### config.mk
export PLATFORM = sky130hd
export DESIGN_NAME = chip_block
export DESIGN_NICKNAME = d
export VERILOG_FILES = /design/src/source/chip_pkg.sv /design/src/source/chip_block.sv /design/src/source/chip_core_complex.sv /design/src/source/chip_link_rx.sv /design/src/source/chip_link_tx.sv /design/src/source/chip_tag_client.sv
export SDC_FILE = /design/constraint.sdc
export NUM_CORES = 1
export LEC_CHECK = 0
export BUFFER_PORTS_ARGS = -buffer_cell sky130_fd_sc_hd__buf_2
export CORE_UTILIZATION = 47
export CTS_BUF_LIST = sky130_fd_sc_hd__clkbuf_16
export DETAILED_ROUTE_END_ITERATION = 12
export HOLD_SLACK_MARGIN = 0.15
export PLACE_DENSITY = 0.65
export SLEW_MARGIN = 20
export SYNTH_ARGS = -nofsm -noshare
export SYNTH_HDL_FRONTEND = slang
export SYNTH_SLANG_ARGS = --single-unit
### constraint.sdc
create_clock -name ext_noc_clk_i -period 14.5 [get_ports ext_noc_clk_i]
set_input_delay 1.45 -clock ext_noc_clk_i [delete_from_list [all_inputs] [get_ports ext_noc_clk_i]]
set_output_delay 1.45 -clock ext_noc_clk_i [all_outputs]
set_load 0.1 [all_outputs]
### src/source/chip_pkg.sv
package chip_pkg;

  //////////////////////////////////////////////////////////////////////
  // Widths
  //////////////////////////////////////////////////////////////////////

  localparam int addr_width_gp = 4;
  localparam int data_width_gp = 16;
  localparam int id_width_gp   = 4;

  //////////////////////////////////////////////////////////////////////
  // Encodings
  //////////////////////////////////////////////////////////////////////

  typedef enum logic [1:0]
  {
    e_op_read  = 2'd0,
    e_op_write = 2'd1,
    e_op_add   = 2'd2
  } op_e;

  typedef enum logic [1:0]
  {
    e_tag_idle    = 2'd0,
    e_tag_id      = 2'd1,
    e_tag_payload = 2'd2
  } tag_state_e;

  //////////////////////////////////////////////////////////////////////
  // Packets and configuration
  //////////////////////////////////////////////////////////////////////

  // Request on the forward link
  typedef struct packed
  {
    op_e                      op;
    logic [addr_width_gp-1:0] addr;
    logic [data_width_gp-1:0] data;
  } fwd_pkt_s;

  // Response on the reverse link
  typedef struct packed
  {
    op_e                      op;
    logic [id_width_gp-1:0]   src_id;
    logic [data_width_gp-1:0] data;
  } rev_pkt_s;

  // en sits at bit 0, matching the serial payload order
  typedef struct packed
  {
    logic [id_width_gp-1:0] src_id;
    logic                   en;
  } tag_cfg_s;

endpackage

### src/source/chip_block.sv
`timescale 1ns/1ps

module chip_block
  #(parameter int                               fifo_depth_p  = 4
   ,parameter logic [chip_pkg::id_width_gp-1:0] tag_node_id_p = 4'h3
   )
  (input  logic               ext_noc_clk_i
  ,input  logic               rst_n_i

  ,input  logic               tag_data_i
  ,input  logic               tag_en_i

  ,input  logic               fwd_link_v_i
  ,input  chip_pkg::fwd_pkt_s fwd_link_data_i
  ,output logic               fwd_link_token_o

  ,output logic               rev_link_v_o
  ,output chip_pkg::rev_pkt_s rev_link_data_o
  ,input  logic               rev_link_token_i
  );

  //////////////////////////////////////////////////////////////////////
  // Tag
  //////////////////////////////////////////////////////////////////////

  logic               tag_data_lo;
  chip_pkg::tag_cfg_s cfg_lo;

  assign tag_data_lo = tag_en_i & tag_data_i;

  chip_tag_client
    #(.tag_node_id_p (tag_node_id_p))
  u_tag
    (.ext_noc_clk_i (ext_noc_clk_i)
    ,.rst_n_i       (rst_n_i      )
    ,.tag_data_i    (tag_data_lo  )
    ,.cfg_o         (cfg_lo       )
    );

  //////////////////////////////////////////////////////////////////////
  // Forward link
  //////////////////////////////////////////////////////////////////////

  logic               head_v_lo;
  chip_pkg::fwd_pkt_s head_lo;
  logic               pop_lo;

  chip_link_rx
    #(.fifo_depth_p (fifo_depth_p))
  u_rx
    (.ext_noc_clk_i (ext_noc_clk_i   )
    ,.rst_n_i       (rst_n_i         )
    ,.link_v_i      (fwd_link_v_i    )
    ,.link_data_i   (fwd_link_data_i )
    ,.pop_i         (pop_lo          )
    ,.link_token_o  (fwd_link_token_o)
    ,.head_v_o      (head_v_lo       )
    ,.head_o        (head_lo         )
    );

  //////////////////////////////////////////////////////////////////////
  // Core complex
  //////////////////////////////////////////////////////////////////////

  logic               credit_avail_lo;
  logic               resp_v_lo;
  chip_pkg::rev_pkt_s resp_lo;

  chip_core_complex u_core
    (.ext_noc_clk_i  (ext_noc_clk_i  )
    ,.rst_n_i        (rst_n_i        )
    ,.cfg_i          (cfg_lo         )
    ,.head_v_i       (head_v_lo      )
    ,.head_i         (head_lo        )
    ,.credit_avail_i (credit_avail_lo)
    ,.pop_o          (pop_lo         )
    ,.resp_v_o       (resp_v_lo      )
    ,.resp_o         (resp_lo        )
    );

  //////////////////////////////////////////////////////////////////////
  // Reverse link
  //////////////////////////////////////////////////////////////////////

  chip_link_tx
    #(.fifo_depth_p (fifo_depth_p))
  u_tx
    (.ext_noc_clk_i  (ext_noc_clk_i   )
    ,.rst_n_i        (rst_n_i         )
    ,.send_v_i       (resp_v_lo       )
    ,.send_i         (resp_lo         )
    ,.link_token_i   (rev_link_token_i)
    ,.credit_avail_o (credit_avail_lo )
    ,.link_v_o       (rev_link_v_o    )
    ,.link_data_o    (rev_link_data_o )
    );

endmodule

### src/source/chip_core_complex.sv
`timescale 1ns/1ps

module chip_core_complex
  (input  logic               ext_noc_clk_i
  ,input  logic               rst_n_i
  ,input  chip_pkg::tag_cfg_s cfg_i
  ,input  logic               head_v_i
  ,input  chip_pkg::fwd_pkt_s head_i
  ,input  logic               credit_avail_i
  ,output logic               pop_o
  ,output logic               resp_v_o
  ,output chip_pkg::rev_pkt_s resp_o
  );

  localparam int words_lp = 2 ** chip_pkg::addr_width_gp;

  logic [chip_pkg::data_width_gp-1:0] store_q [words_lp];
  logic [chip_pkg::data_width_gp-1:0] word;
  logic [chip_pkg::data_width_gp-1:0] result;
  logic                               wr_en;

  // Needs a request, a reverse credit and the enable bit
  assign pop_o = head_v_i & credit_avail_i & cfg_i.en;

  assign word = store_q[head_i.addr];

  //////////////////////////////////////////////////////////////////////
  // Execute
  //////////////////////////////////////////////////////////////////////

  always_comb
  begin
    result = word;
    wr_en  = 1'b0;
    case (head_i.op)
      chip_pkg::e_op_read:
        result = word;
      chip_pkg::e_op_write:
      begin
        result = head_i.data;
        wr_en  = 1'b1;
      end
      chip_pkg::e_op_add:
      begin
        // Wraps at 16 bits
        result = word + head_i.data;
        wr_en  = 1'b1;
      end
      default: ;
    endcase
  end

  always_ff @(posedge ext_noc_clk_i or negedge rst_n_i)
  begin
    if (!rst_n_i)
    begin
      for (int i = 0; i < words_lp; i++)
        store_q[i] <= '0;
    end
    else if (pop_o && wr_en)
      store_q[head_i.addr] <= result;
  end

  //////////////////////////////////////////////////////////////////////
  // Response
  //////////////////////////////////////////////////////////////////////

  assign resp_v_o = pop_o;
  assign resp_o   = '{op: head_i.op, src_id: cfg_i.src_id, data: result};

endmodule

### src/source/chip_link_rx.sv
`timescale 1ns/1ps

module chip_link_rx
  #(parameter int fifo_depth_p = 4)
  (input  logic               ext_noc_clk_i
  ,input  logic               rst_n_i
  ,input  logic               link_v_i
  ,input  chip_pkg::fwd_pkt_s link_data_i
  ,input  logic               pop_i
  ,output logic               link_token_o
  ,output logic               head_v_o
  ,output chip_pkg::fwd_pkt_s head_o
  );

  localparam int ptr_width_lp = (fifo_depth_p > 1) ? $clog2(fifo_depth_p) : 1;
  localparam int cnt_width_lp = $clog2(fifo_depth_p + 1);

  chip_pkg::fwd_pkt_s      mem_q [fifo_depth_p];
  logic [ptr_width_lp-1:0] wr_ptr_q;
  logic [ptr_width_lp-1:0] rd_ptr_q;
  logic [cnt_width_lp-1:0] count_q;
  logic                    token_q;

  // Wrap for depths that are not a power of two
  function automatic logic [ptr_width_lp-1:0] ptr_next
    (input logic [ptr_width_lp-1:0] ptr);
    if (ptr == ptr_width_lp'(fifo_depth_p - 1))
      return '0;
    return ptr + 1'b1;
  endfunction

  always_ff @(posedge ext_noc_clk_i)
  begin
    if (link_v_i)
      mem_q[wr_ptr_q] <= link_data_i;
  end

  always_ff @(posedge ext_noc_clk_i or negedge rst_n_i)
  begin
    if (!rst_n_i)
    begin
      wr_ptr_q <= '0;
      rd_ptr_q <= '0;
      count_q  <= '0;
      token_q  <= 1'b0;
    end
    else
    begin
      if (link_v_i)
        wr_ptr_q <= ptr_next(wr_ptr_q);
      if (pop_i)
        rd_ptr_q <= ptr_next(rd_ptr_q);
      case ({link_v_i, pop_i})
        2'b10:   count_q <= count_q + 1'b1;
        2'b01:   count_q <= count_q - 1'b1;
        default: ;
      endcase
      // One credit back to the sender per dequeued packet
      token_q <= pop_i;
    end
  end

  assign head_v_o     = (count_q != '0);
  assign head_o       = mem_q[rd_ptr_q];
  assign link_token_o = token_q;

endmodule

### src/source/chip_link_tx.sv
`timescale 1ns/1ps

module chip_link_tx
  #(parameter int fifo_depth_p = 4)
  (input  logic               ext_noc_clk_i
  ,input  logic               rst_n_i
  ,input  logic               send_v_i
  ,input  chip_pkg::rev_pkt_s send_i
  ,input  logic               link_token_i
  ,output logic               credit_avail_o
  ,output logic               link_v_o
  ,output chip_pkg::rev_pkt_s link_data_o
  );

  localparam int cnt_width_lp = $clog2(fifo_depth_p + 1);

  logic [cnt_width_lp-1:0] credit_q;
  logic                    v_q;
  chip_pkg::rev_pkt_s      data_q;

  //////////////////////////////////////////////////////////////////////
  // Output register
  //////////////////////////////////////////////////////////////////////

  always_ff @(posedge ext_noc_clk_i)
  begin
    if (send_v_i)
      data_q <= send_i;
  end

  always_ff @(posedge ext_noc_clk_i or negedge rst_n_i)
  begin
    if (!rst_n_i)
      v_q <= 1'b0;
    else
      v_q <= send_v_i;
  end

  //////////////////////////////////////////////////////////////////////
  // Credit counter
  //////////////////////////////////////////////////////////////////////

  // Spent when the packet leaves the block
  always_ff @(posedge ext_noc_clk_i or negedge rst_n_i)
  begin
    if (!rst_n_i)
      credit_q <= cnt_width_lp'(fifo_depth_p);
    else
    begin
      case ({v_q, link_token_i})
        2'b10:   credit_q <= credit_q - 1'b1;
        2'b01:   credit_q <= credit_q + 1'b1;
        default: ;
      endcase
    end
  end

  // A packet in the output register already owns one credit
  assign credit_avail_o = (credit_q > cnt_width_lp'(v_q));

  assign link_v_o    = v_q;
  assign link_data_o = data_q;

endmodule

### src/source/chip_tag_client.sv
`timescale 1ns/1ps

module chip_tag_client
  #(parameter logic [chip_pkg::id_width_gp-1:0] tag_node_id_p = 4'h3)
  (input  logic               ext_noc_clk_i
  ,input  logic               rst_n_i
  ,input  logic               tag_data_i
  ,output chip_pkg::tag_cfg_s cfg_o
  );

  localparam int payload_width_lp = $bits(chip_pkg::tag_cfg_s);

  chip_pkg::tag_state_e                state_q;
  logic [2:0]                          bit_cnt_q;
  logic [chip_pkg::id_width_gp-1:0]    id_q;
  logic [payload_width_lp-2:0]         payload_q;
  chip_pkg::tag_cfg_s                  cfg_q;

  // Serial fields arrive lsb first, so shift in from the top
  always_ff @(posedge ext_noc_clk_i)
  begin
    if (state_q == chip_pkg::e_tag_id)
      id_q <= {tag_data_i, id_q[chip_pkg::id_width_gp-1:1]};
    if (state_q == chip_pkg::e_tag_payload)
      payload_q <= {tag_data_i, payload_q[payload_width_lp-2:1]};
  end

  always_ff @(posedge ext_noc_clk_i or negedge rst_n_i)
  begin
    if (!rst_n_i)
    begin
      state_q   <= chip_pkg::e_tag_idle;
      bit_cnt_q <= '0;
      cfg_q     <= '0;
    end
    else
    begin
      case (state_q)
        chip_pkg::e_tag_idle:
        begin
          // Start bit
          if (tag_data_i)
          begin
            state_q   <= chip_pkg::e_tag_id;
            bit_cnt_q <= '0;
          end
        end
        chip_pkg::e_tag_id:
        begin
          if (bit_cnt_q == 3'(chip_pkg::id_width_gp - 1))
          begin
            state_q   <= chip_pkg::e_tag_payload;
            bit_cnt_q <= '0;
          end
          else
            bit_cnt_q <= bit_cnt_q + 1'b1;
        end
        chip_pkg::e_tag_payload:
        begin
          if (bit_cnt_q == 3'(payload_width_lp - 1))
          begin
            state_q <= chip_pkg::e_tag_idle;
            // Frames for other nodes pass by untouched
            if (id_q == tag_node_id_p)
              cfg_q <= chip_pkg::tag_cfg_s'({tag_data_i, payload_q});
          end
          else
            bit_cnt_q <= bit_cnt_q + 1'b1;
        end
        default:
          state_q <= chip_pkg::e_tag_idle;
      endcase
    end
  end

  assign cfg_o = cfg_q;

endmodule

=== Word level (Yosys, flattened, before mapping) ===
Memory sizes are Yosys's and may differ from the RTL's.
Index checks and enable logic that the tools add are counted.

* Register bits after elaboration: 307
* Bits in writable memories: 88
* Bits of input ports: 28
* Output and inout port bits: 24
* Word-level logic and storage cells: 102
* Memories kept: 1

{| class="wikitable"
|+ Memory list
! name !! words !! width !! read ports !! clocked after memory_dff !! wr ports !! RTL line !! source
|-
| u_rx.mem_q || 4 || 22 || 1 || 0 || 1 || chip_link_rx.sv:18 || <nowiki>chip_pkg::fwd_pkt_s mem_q [fifo_depth_p];</nowiki>
|}

* Add/subtract/negate cells: 8
* Magnitude comparators: 3
* Eq/ne operators: 17
* Multiplexer cells: 28
* Bitwise logic cells: 4
* Reductions and logical operators: 11

{| class="wikitable"
|+ Operators with widths
! cell !! count
|-
| $bwmux W256 || 1
|-
| $bmux W16 S4 || 1
|-
| $demux W16 S4 || 1
|-
| $mux W16 || 3
|-
| $pmux W16 S2 || 1
|-
| $add A16 B16 Y16 || 1
|-
| $mux W2 || 7
|-
| $eq A2 B2 Y1 const B || 6
|-
| $pmux W3 S2 || 2
|-
| $add A3 B1 Y3 const B || 3
|-
| $mux W3 || 3
|-
| $pmux W3 S3 || 1
|-
| $reduce_and A3 Y1 || 3
|-
| $eq A2 B1 Y1 const B || 4
|-
| $mux W1 || 7
|-
| $ne A2 B2 Y1 const B || 3
|-
| $pmux W2 S3 || 1
|-
| $reduce_bool A3 Y1 || 2
|-
| $sub A3 B1 Y3 const B || 2
|-
| $ge A5 B5 Y1 const B || 1
|-
| $lt A5 B1 Y1 const B || 1
|-
| $not A4 Y5 || 1
|-
| $add A2 B1 Y2 const B || 2
|-
| $eq A4 B2 Y1 const B || 1
|-
| 9 further kinds || 13
|}

=== Depth between registers and ports, before layout ===
Gate-level depths: netlist of run 1.
An unclocked memory read counts as a cell.

* Depth after elaboration: 8
* Mapped depth: 21
* Mapped depth without buffers: 16

=== Modules after synthesis ===
From an unflattened synthesis of run 1, not the netlist that was laid out.

* Cell total of the unflattened synthesis: 1302
* Area total of the unflattened synthesis: 18375.1 um^2

{| class="wikitable"
|+ By module, submodules not included
! module !! times used !! cells an instance !! area an instance (um^2) !! seq. area each (um^2)
|-
| chip_core_complex || 1 || 1052 || 13015.0 || 6406.1
|-
| chip_link_rx || 1 || 154 || 3648.5 || 2842.7
|-
| chip_link_tx || 1 || 39 || 868.3 || 762.0
|-
| chip_tag_client || 1 || 56 || 837.1 || 490.5
|-
| chip_block || 1 || 1 || 6.3 || 0.0
|}

=== Worst setup path after synthesis of run 1 ===
No wires, ideal clock.

* Path type: register to register
* Start point: register u_rx.rd_ptr_q[0]
* End point: register u_tx.data_q (netlist bit u_tx.link_data_o[13]), data pin
* Library setup time: 0.262 ns
* Arrival time: 4.630 ns
* Data required time: 14.238 ns
* Slack: 9.607 ns
* Cell stages (with the launch flop): 21
* Path buffers: 5
* Clock period less this slack: 4.893 ns
* Cell sequence: dfrtp_1 buf_6 mux4_2 buf_6 buf_6 buf_2 mux4_2 mux2i_1 nor2_1 a21oi_2 inv_1 ha_1 a211oi_1 o21ai_0 o21bai_1 nand2_1 a21o_1 a211o_1 a41oi_1 clkbuf_1 nor2_1

{| class="wikitable"
|+ RTL lines
! item !! RTL line !! source
|-
| start: declaration || chip_link_rx.sv:20 || <nowiki>logic [ptr_width_lp-1:0] rd_ptr_q;</nowiki>
|-
| start signal: assignment || chip_link_rx.sv:52 || <nowiki>rd_ptr_q <= ptr_next(rd_ptr_q);</nowiki>
|-
| end signal: assignment || chip_link_tx.sv:28 || <nowiki>data_q <= send_i;</nowiki>
|-
| end: declaration || chip_link_tx.sv:19 || <nowiki>chip_pkg::rev_pkt_s data_q;</nowiki>
|}

=== Final worst setup path of run 1 ===
* Start point: register u_rx.rd_ptr_q[0]
* End point: register u_core.store_q[207] in the netlist's numbering

* Word-level cells in the longest chain between the ends: 8
* Elaborated cells on any way between the ends: 18
* Those cells by class: add/sub (1); order compare (2); eq/ne (2); mux (8); bitwise (1); reduce/logical (3); memory (1)

{| class="wikitable"
|+ Ends and longest elaborated chain
! item !! RTL line !! source
|-
| $mem_v2 Z4 W22 (*) || - ||
|-
| $not A4 Y5 (not written as such) || chip_core_complex.sv:25, chip_core_complex.sv:61 ||
|-
| $bmux W16 S4 || chip_core_complex.sv:25 || <nowiki>assign word = store_q[head_i.addr];</nowiki>
|-
| $mux W16 (not written as such) (2 in a row) || chip_core_complex.sv:25 ||
|-
| $add A16 B16 Y16 || chip_core_complex.sv:46 || <nowiki>result = word + head_i.data;</nowiki>
|-
| $pmux W16 S2 || chip_core_complex.sv:35 || <nowiki>case (head_i.op)</nowiki>
|-
| $bwmux W256 || chip_core_complex.sv:61 || <nowiki>store_q[head_i.addr] <= result;</nowiki>
|-
| end signal: indexed assignment || chip_core_complex.sv:61 ||
|-
| end: declaration || chip_core_complex.sv:17 || <nowiki>logic [chip_pkg::data_width_gp-1:0] store_q [words_lp];</nowiki>
|}

Mark *: on every way between the ends. The rest lies on a longest branch, timed or not. The select of a mux whose other input is x is not followed.
A chain may end at the register's enable or synchronous reset.

==> impl_metrics.csv, run 1 <==
group,metric,value,unit
grt,grt_pass1_wl,64.5,mm
worst_hold_path,hold-path-cell-count,0,
die,die-area,38300,um2
clock_tree,cts-resized-gates,0,
setup_path,r2r_cells,15,
setup_path,critPathCaptureType,"flop",
yosys,yosys-top-cells-count,"276 x dfrtp_1, 224 x nand2_1, 200 x o21ai_0",
timing,clock_skew,23.0,ps
clock_tree,cts_tree,"yes",
grt,antenna_found_initial,0,
setup_path,critPathArrivalTime,6540,ps
detailed_routing,wire_per_inst,21.3,um
timing,maxSlewViolCount,0,
layout,final_cells,1898,
yosys,synth-warning-count,0,
clock_tree,numCtsBuffers,40,
yosys,syn_area,17600,um2
job,cap_violations,0,
yosys,syn_avg_cell_area,13.0,um2
yosys,ys_types,59,
setup_path,startpoint_type,"flop",
layout,area_growth_syn_to_layout,12.1,%
detailed_routing,vias,11000,
yosys,synth.area.top_cells,"dfrtp_1 39%, edfxtp_1 20%, mux4_2 11%, o21ai_0 5.7%, nand2_1 4.8%",
clock_tree,postCtsSetupBuffers,0,
timing,setup_viol,0,
yosys,ys_ff_latch,395,
worst_hold_path,holdCritPathClass,"reg -> reg",
placed_design,dp_slack,8450,ps
yosys,synth-async-reset-ratio,0.701,
yosys,synth_ff_type,"dfrtp_1",
clock_tree,cts_hold_buf,0,
worst_hold_path,min_to,"u_tx.link_data_o[18]",
detailed_routing,via_per_inst,5.78,
grt,grt_pass1_vias,11300,
die,die_height,196,um
yosys,syn_inst,1351,
layout,drive_above_1_share,0.224,
setup_path,critical_path_class,"reg -> reg",
timing,fin_setup_tns,0,ps
die,die_w,196,um
setup_path,r2r-start,"u_rx.rd_ptr_q[0]",
detailed_routing,dr.pass1.iters,5,
timing,hold_viol,0,
grt,track_usage,0.221,
die,core.rowCount,70,
power,leakagePower,8.50,nW
timing,worst_pin_slew,1010,ps
placed_design,dpl_cell_area,18400,um2
detailed_routing,drc,0,
setup_path,required,14980,ps
clock_tree,cts_sinks,395,
worst_hold_path,hp-start,"u_tag.cfg_o[3]",
die,initial_utilization,0.479,
grt,grt_max_degree,156,
die,core,36800,um2
setup_path,regToRegSetupSlack,8440,ps
yosys,synth_top_area_share,0.392,
layout,diodes,0,
run_status,status,"finished clean",
placed_design,gp_congestion,0.869,
setup_path,rr_endpoint,"u_core.store_q[207]",
grt,gr-total-overflow,0,
die,io_pins,52,
layout,final_area,19700,um2
clock_tree,clockBufferDepth,3,
layout,multi_input_area,6610,um2
yosys,synth_area_leader_cell,"dfrtp_1",
timing,fmax,165,MHz
timing,rsz0062_at_grt,"no",
placed_design,hpwl,25.0,mm
layout,finalNetCount,1463,
power,power_density,141,nW/um2
timing,fin_ws,8440,ps
clock_tree,root_buffer,"clkbuf_16",
timing,fin_crit,6060,ps
detailed_routing,drtAntennaViolNets,0,
timing,fin_crit_sh,0.418,
power,vdd_drop_max,0.127,mV
layout,nFillCells,3036,
yosys,synth_edf_count,118,
yosys,synth.most_common_cell,"dfrtp_1",
detailed_routing,routed_wl,40.4,mm
placed_design,port_buffers,51,
yosys,syn_nets,1416,
setup_path,path_max_fanout,36,
yosys,seq_area_frac_synth,0.595,
placed_design,post-place-cells,1824,
clock_tree,htreeDepth,2,
timing,slew_headroom,0.329,
clock_tree,clock_latency,550,ps
detailed_routing,first_iter_violations,801,
layout,regArea,10500,um2
clock_tree,clk_pin_slew,60,ps
## area by class of cell
type,count,share of cell area
clock buffer,43,0.0545
clock inverter,31,0.0155
inverter,29,0.00551
multi-input combinational,841,0.335
sequential,395,0.531
tap,468,0.0297
timing repair buffer,91,0.0293
## state kept, by name, summed over array words and instances (netlist names)
register / count
u_rx.rd_ptr_q: 2
u_tag.cfg_o: 5
u_rx.mem_q: 88
u_tx.link_v_o: 1
u_tx.credit_q: 3
u_tag.id_q: 4
u_core.store_q: 256
u_rx.count_q: 3
u_tx.link_data_o: 22
u_tag.state_q: 2
u_rx.wr_ptr_q: 2
u_tag.bit_cnt_q: 3
u_tag.payload_q: 4
## worst max-delay path by stage
| stage | startpoint | to | slack [ps] | cells past startpoint |
|---|---|---|---|---|
| finish | u_rx.rd_ptr_q[0] | u_core.store_q[207] | 8440 | 15 |
| global placement | u_rx.rd_ptr_q[0] | u_tx.link_data_o[13] | 8170 | 16 |
| detailed placement | u_rx.rd_ptr_q[0] | u_core.store_q[79] | 8450 | 15 |
| floorplan | u_rx.rd_ptr_q[0] | u_tx.link_data_o[13] | 9610 | 20 |
| CTS | u_rx.rd_ptr_q[0] | u_core.store_q[15] | 8420 | 15 |
| global route | u_rx.rd_ptr_q[0] | u_core.store_q[95] | 7990 | 15 |
## critical path, stage by stage (launching register included)
cell,delay [ps]
dfrtp_1,320
buf_4,410
mux4_4,910
buf_4,690
mux4_2,580
a211oi_1,250
a21oi_1,100
ha_1,380
o211ai_1,100
o21ai_0,460
o21bai_1,160
a21o_1,250
a211oi_1,290
nor3_1,140
o311ai_4,650
mux2_2,280
## cell usage in the layout (no fill, tap or decap), types with 11 or more instances in the layout
cell       instances
a211oi_1          17
a21oi_1           28
mux2i_1           22
and2_1            18
edfxtp_1         118
inv_1             31
dfrtp_1          276
clkbuf_16         43
buf_2             50
ha_1              34
nand2_1          224
mux4_2            81
clkinv_1          11
mux2_2            73
buf_4             39
nor2_1            36
o21ai_0          200
## per-layer routing
layer | global-route usage | wire [um]
met4 | 0.0709 | 1120
met5 | 0 | 0
met2 | 0.345 | 18400
met1 | 0.315 | 18600
met3 | 0.0397 | 2320
## power by group
group          leakage [nW]  switching (W)  internal [W]
combinational          2.88       0.000303      0.000149
clock                 0.693       0.000433      0.000644
sequential             4.93      0.0000231       0.00122
## logic make-up after synthesis
group / synth area share
AO/OA/AOI/OAI: 0.100
flip-flops: 0.595
AND/OR/NAND/NOR: 0.0717
buffers and inverters: 0.0308
multiplexers: 0.167
adder cells (fa/ha/maj): 0.0276
XOR/XNOR: 0.00795
## through the flow
step | utilization | power [W] | hold slack [ps]
global route | 0.537 | 0.00289 | 465
global placement | 0.499 | 0.00171 | 428
CTS | 0.537 | 0.00280 | 451
finish | 0.537 | 0.00278 | 450
detailed placement | 0.499 | 0.00172 | 435
floorplan | - | 0.00157 | 419
Power figures use the tool's default switching activity.
==> run 2, diff against run 1 <==
- clock period: 14.5 -> 6.3 ns (I/O delays scaled with it)
==> impl_metrics.csv, run 2 (synthesis gave the netlist of run 1 again) <==
group,metric,value,unit
setup_path,startpoint_type,"flop",
detailed_routing,dr.pass1.iters,5,
layout,final_area,19700,um2
setup_path,critPathSlowestCell,"mux4_4",
power,swShare,0.275,
run_status,status,"finished clean",
grt,grt_pass1_vias,11000,
setup_path,r2r-start,"u_rx.rd_ptr_q[0]",
setup_path,cp.depth,15,
clock_tree,htreeDepth,2,
layout,drive_above_1_share,0.219,
layout,mostFrequentLayoutCell,"dfrtp_1",
layout,final_cell_mix,"276 x dfrtp_1, 224 x nand2_1, 200 x o21ai_0",
placed_design,gp_congestion,0.852,
timing,clock_skew,16.4,ps
placed_design,dpl_cell_area,18400,um2
setup_path,critical_path_class,"reg -> reg",
setup_path,cp_top_family,"multiplexers",
detailed_routing,wire_per_inst,20.9,um
timing,maxSlewViolCount,0,
layout,nFillCells,3105,
setup_path,startpoint,"u_rx.rd_ptr_q[0]",
die,die-area,38300,um2
setup_path,critPathCaptureType,"flop",
power,vdd_drop_max,0.283,mV
timing,setup_viol,0,
placed_design,port_buffers,51,
setup_path,path_max_fanout,33,
setup_path,critPathArrivalTime,6210,ps
setup_path,cp.buffers_inverters,1,
layout,final_cells,1908,
layout,largest_reg_flops,256,
power,intPower,0.00444,W
clock_tree,cts_sinks,395,
timing,slew_headroom,0.347,
die,die_height,196,um
timing,worst_pin_slew,977,ps
power,power_density,312,nW/um2
grt,antenna_found_initial,0,
grt,grt_max_degree,133,
grt,grt_pass1_wl,63.2,mm
clock_tree,numCtsBuffers,41,
placed_design,hpwl,24.9,mm
timing,fmax,174,MHz
grt,track_usage,0.218,
timing,fin_crit_sh,0.912,
power,p_comb_frac,0.170,
clock_tree,clockBufferDepth,3,
worst_hold_path,hp-start,"fwd_link_data_i[3]",
timing,fin_crit,5750,ps
power,leakagePower,8.52,nW
worst_hold_path,holdCritPathClass,"in -> reg",
power,p_clk_frac,0.362,
die,io_pins,52,
power,p_sw,0.00169,W
die,die_w,196,um
clock_tree,clock_latency,540,ps
detailed_routing,vias,10800,
job,cap_violations,0,
layout,area_growth_syn_to_layout,11.6,%
detailed_routing,routed_wl,39.8,mm
timing,hold_viol,0,
timing,rsz0062_at_grt,"no",
die,core.rowCount,70,
setup_path,path_cells,"mux4_4 -> buf_4 -> mux4_1 -> and2_1 -> a211oi_2 -> a21oi_1 -> ha_1 -> and3_1 -> o211ai_1 -> o21bai_1 -> a21o_1 -> a211oi_1 -> nor3_1 -> o311ai_4 -> mux2_2",
detailed_routing,drtAntennaViolNets,0,
layout,finalNetCount,1473,
clock_tree,clk_pin_slew,60,ps
timing,fin_setup_tns,0,ps
die,initial_utilization,0.479,
placed_design,post-place-cells,1831,
clock_tree,root_buffer,"clkbuf_16",
power,share_seq_of_total_power,0.469,
worst_hold_path,hold-path-cell-count,1,
layout,top_register,"u_core.store_q",
setup_path,required,6760,ps
die,core,36800,um2
clock_tree,cts_tree,"yes",
detailed_routing,first_iter_violations,782,
setup_path,slowest_delay,890,ps
detailed_routing,via_per_inst,5.67,
clock_tree,cts-resized-gates,0,
grt,gr-total-overflow,0,
setup_path,r2r_cells,15,
detailed_routing,drc,0,
layout,utilization,0.534,
layout,diodes,0,
==> run 2: timing repair <==
item / in CTS / in global routing
hold buffers: 1 / 0
setup buffers: 0 / 0
hold endpoints to repair: 75 / 0
==> run 2: metrics by stage <==
| stage | power [W] | hold slack (ps) | worst slack (ps) |
|---|---|---|---|
| floorplan | 0.00362 | 334 | 1410 |
| global placement | 0.00394 | 423 | 556 |
| detailed placement | 0.00396 | 429 | 530 |
| CTS | 0.00618 | 291 | 489 |
| global route | 0.00641 | 290 | 95.2 |
| finish | 0.00613 | 312 | 553 |
==> run 2: power by group through the flow <==
stage	logic (W)	clock network [W]	registers [W]
5_1_grt	0.00115	0.00238	0.00288
3_3_place_gp	0.00102	0	0.00291
3_5_place_dp	0.00104	0	0.00292
6_report	0.00104	0.00222	0.00287
4_1_cts	0.00104	0.00227	0.00287
2_1_floorplan	0.000712	0	0.00291
==> run 2: layer usage <==
metal | vias up | global-route usage | wire, um
met3 | 65 | 0.0423 | 2350
met1 | 5466 | 0.316 | 18600
met2 | 275 | 0.337 | 18000
met5 | - | 0 | 0
li1 | 5015 | - | -
met4 | 0 | 0.0572 | 861
==> run 2: area by class of cell <==
type,count,area [um2],share of cell area
clock inverters,32,158,0.00802
repair buffers,100,646,0.0328
well taps,468,586,0.0298
clock buffers,43,1080,0.0547
multi-input cells,841,6610,0.336
flip-flops and latches,395,10500,0.533
inverters,29,109,0.00554
==> run 2: worst paths after layout <==
| check | endpoint | slack [ps] |
|---|---|---|
| min | u_rx.mem_q[0][3] | 310 |
| max in group asynchronous | u_core.store_q[244] | 4290 |
| min in group asynchronous | u_core.store_q[172] | 660 |
| max | u_core.store_q[15] | 550 |
| max reg2reg | u_core.store_q[15] | 550 |
| min reg2reg | u_tx.link_data_o[17] | 450 |
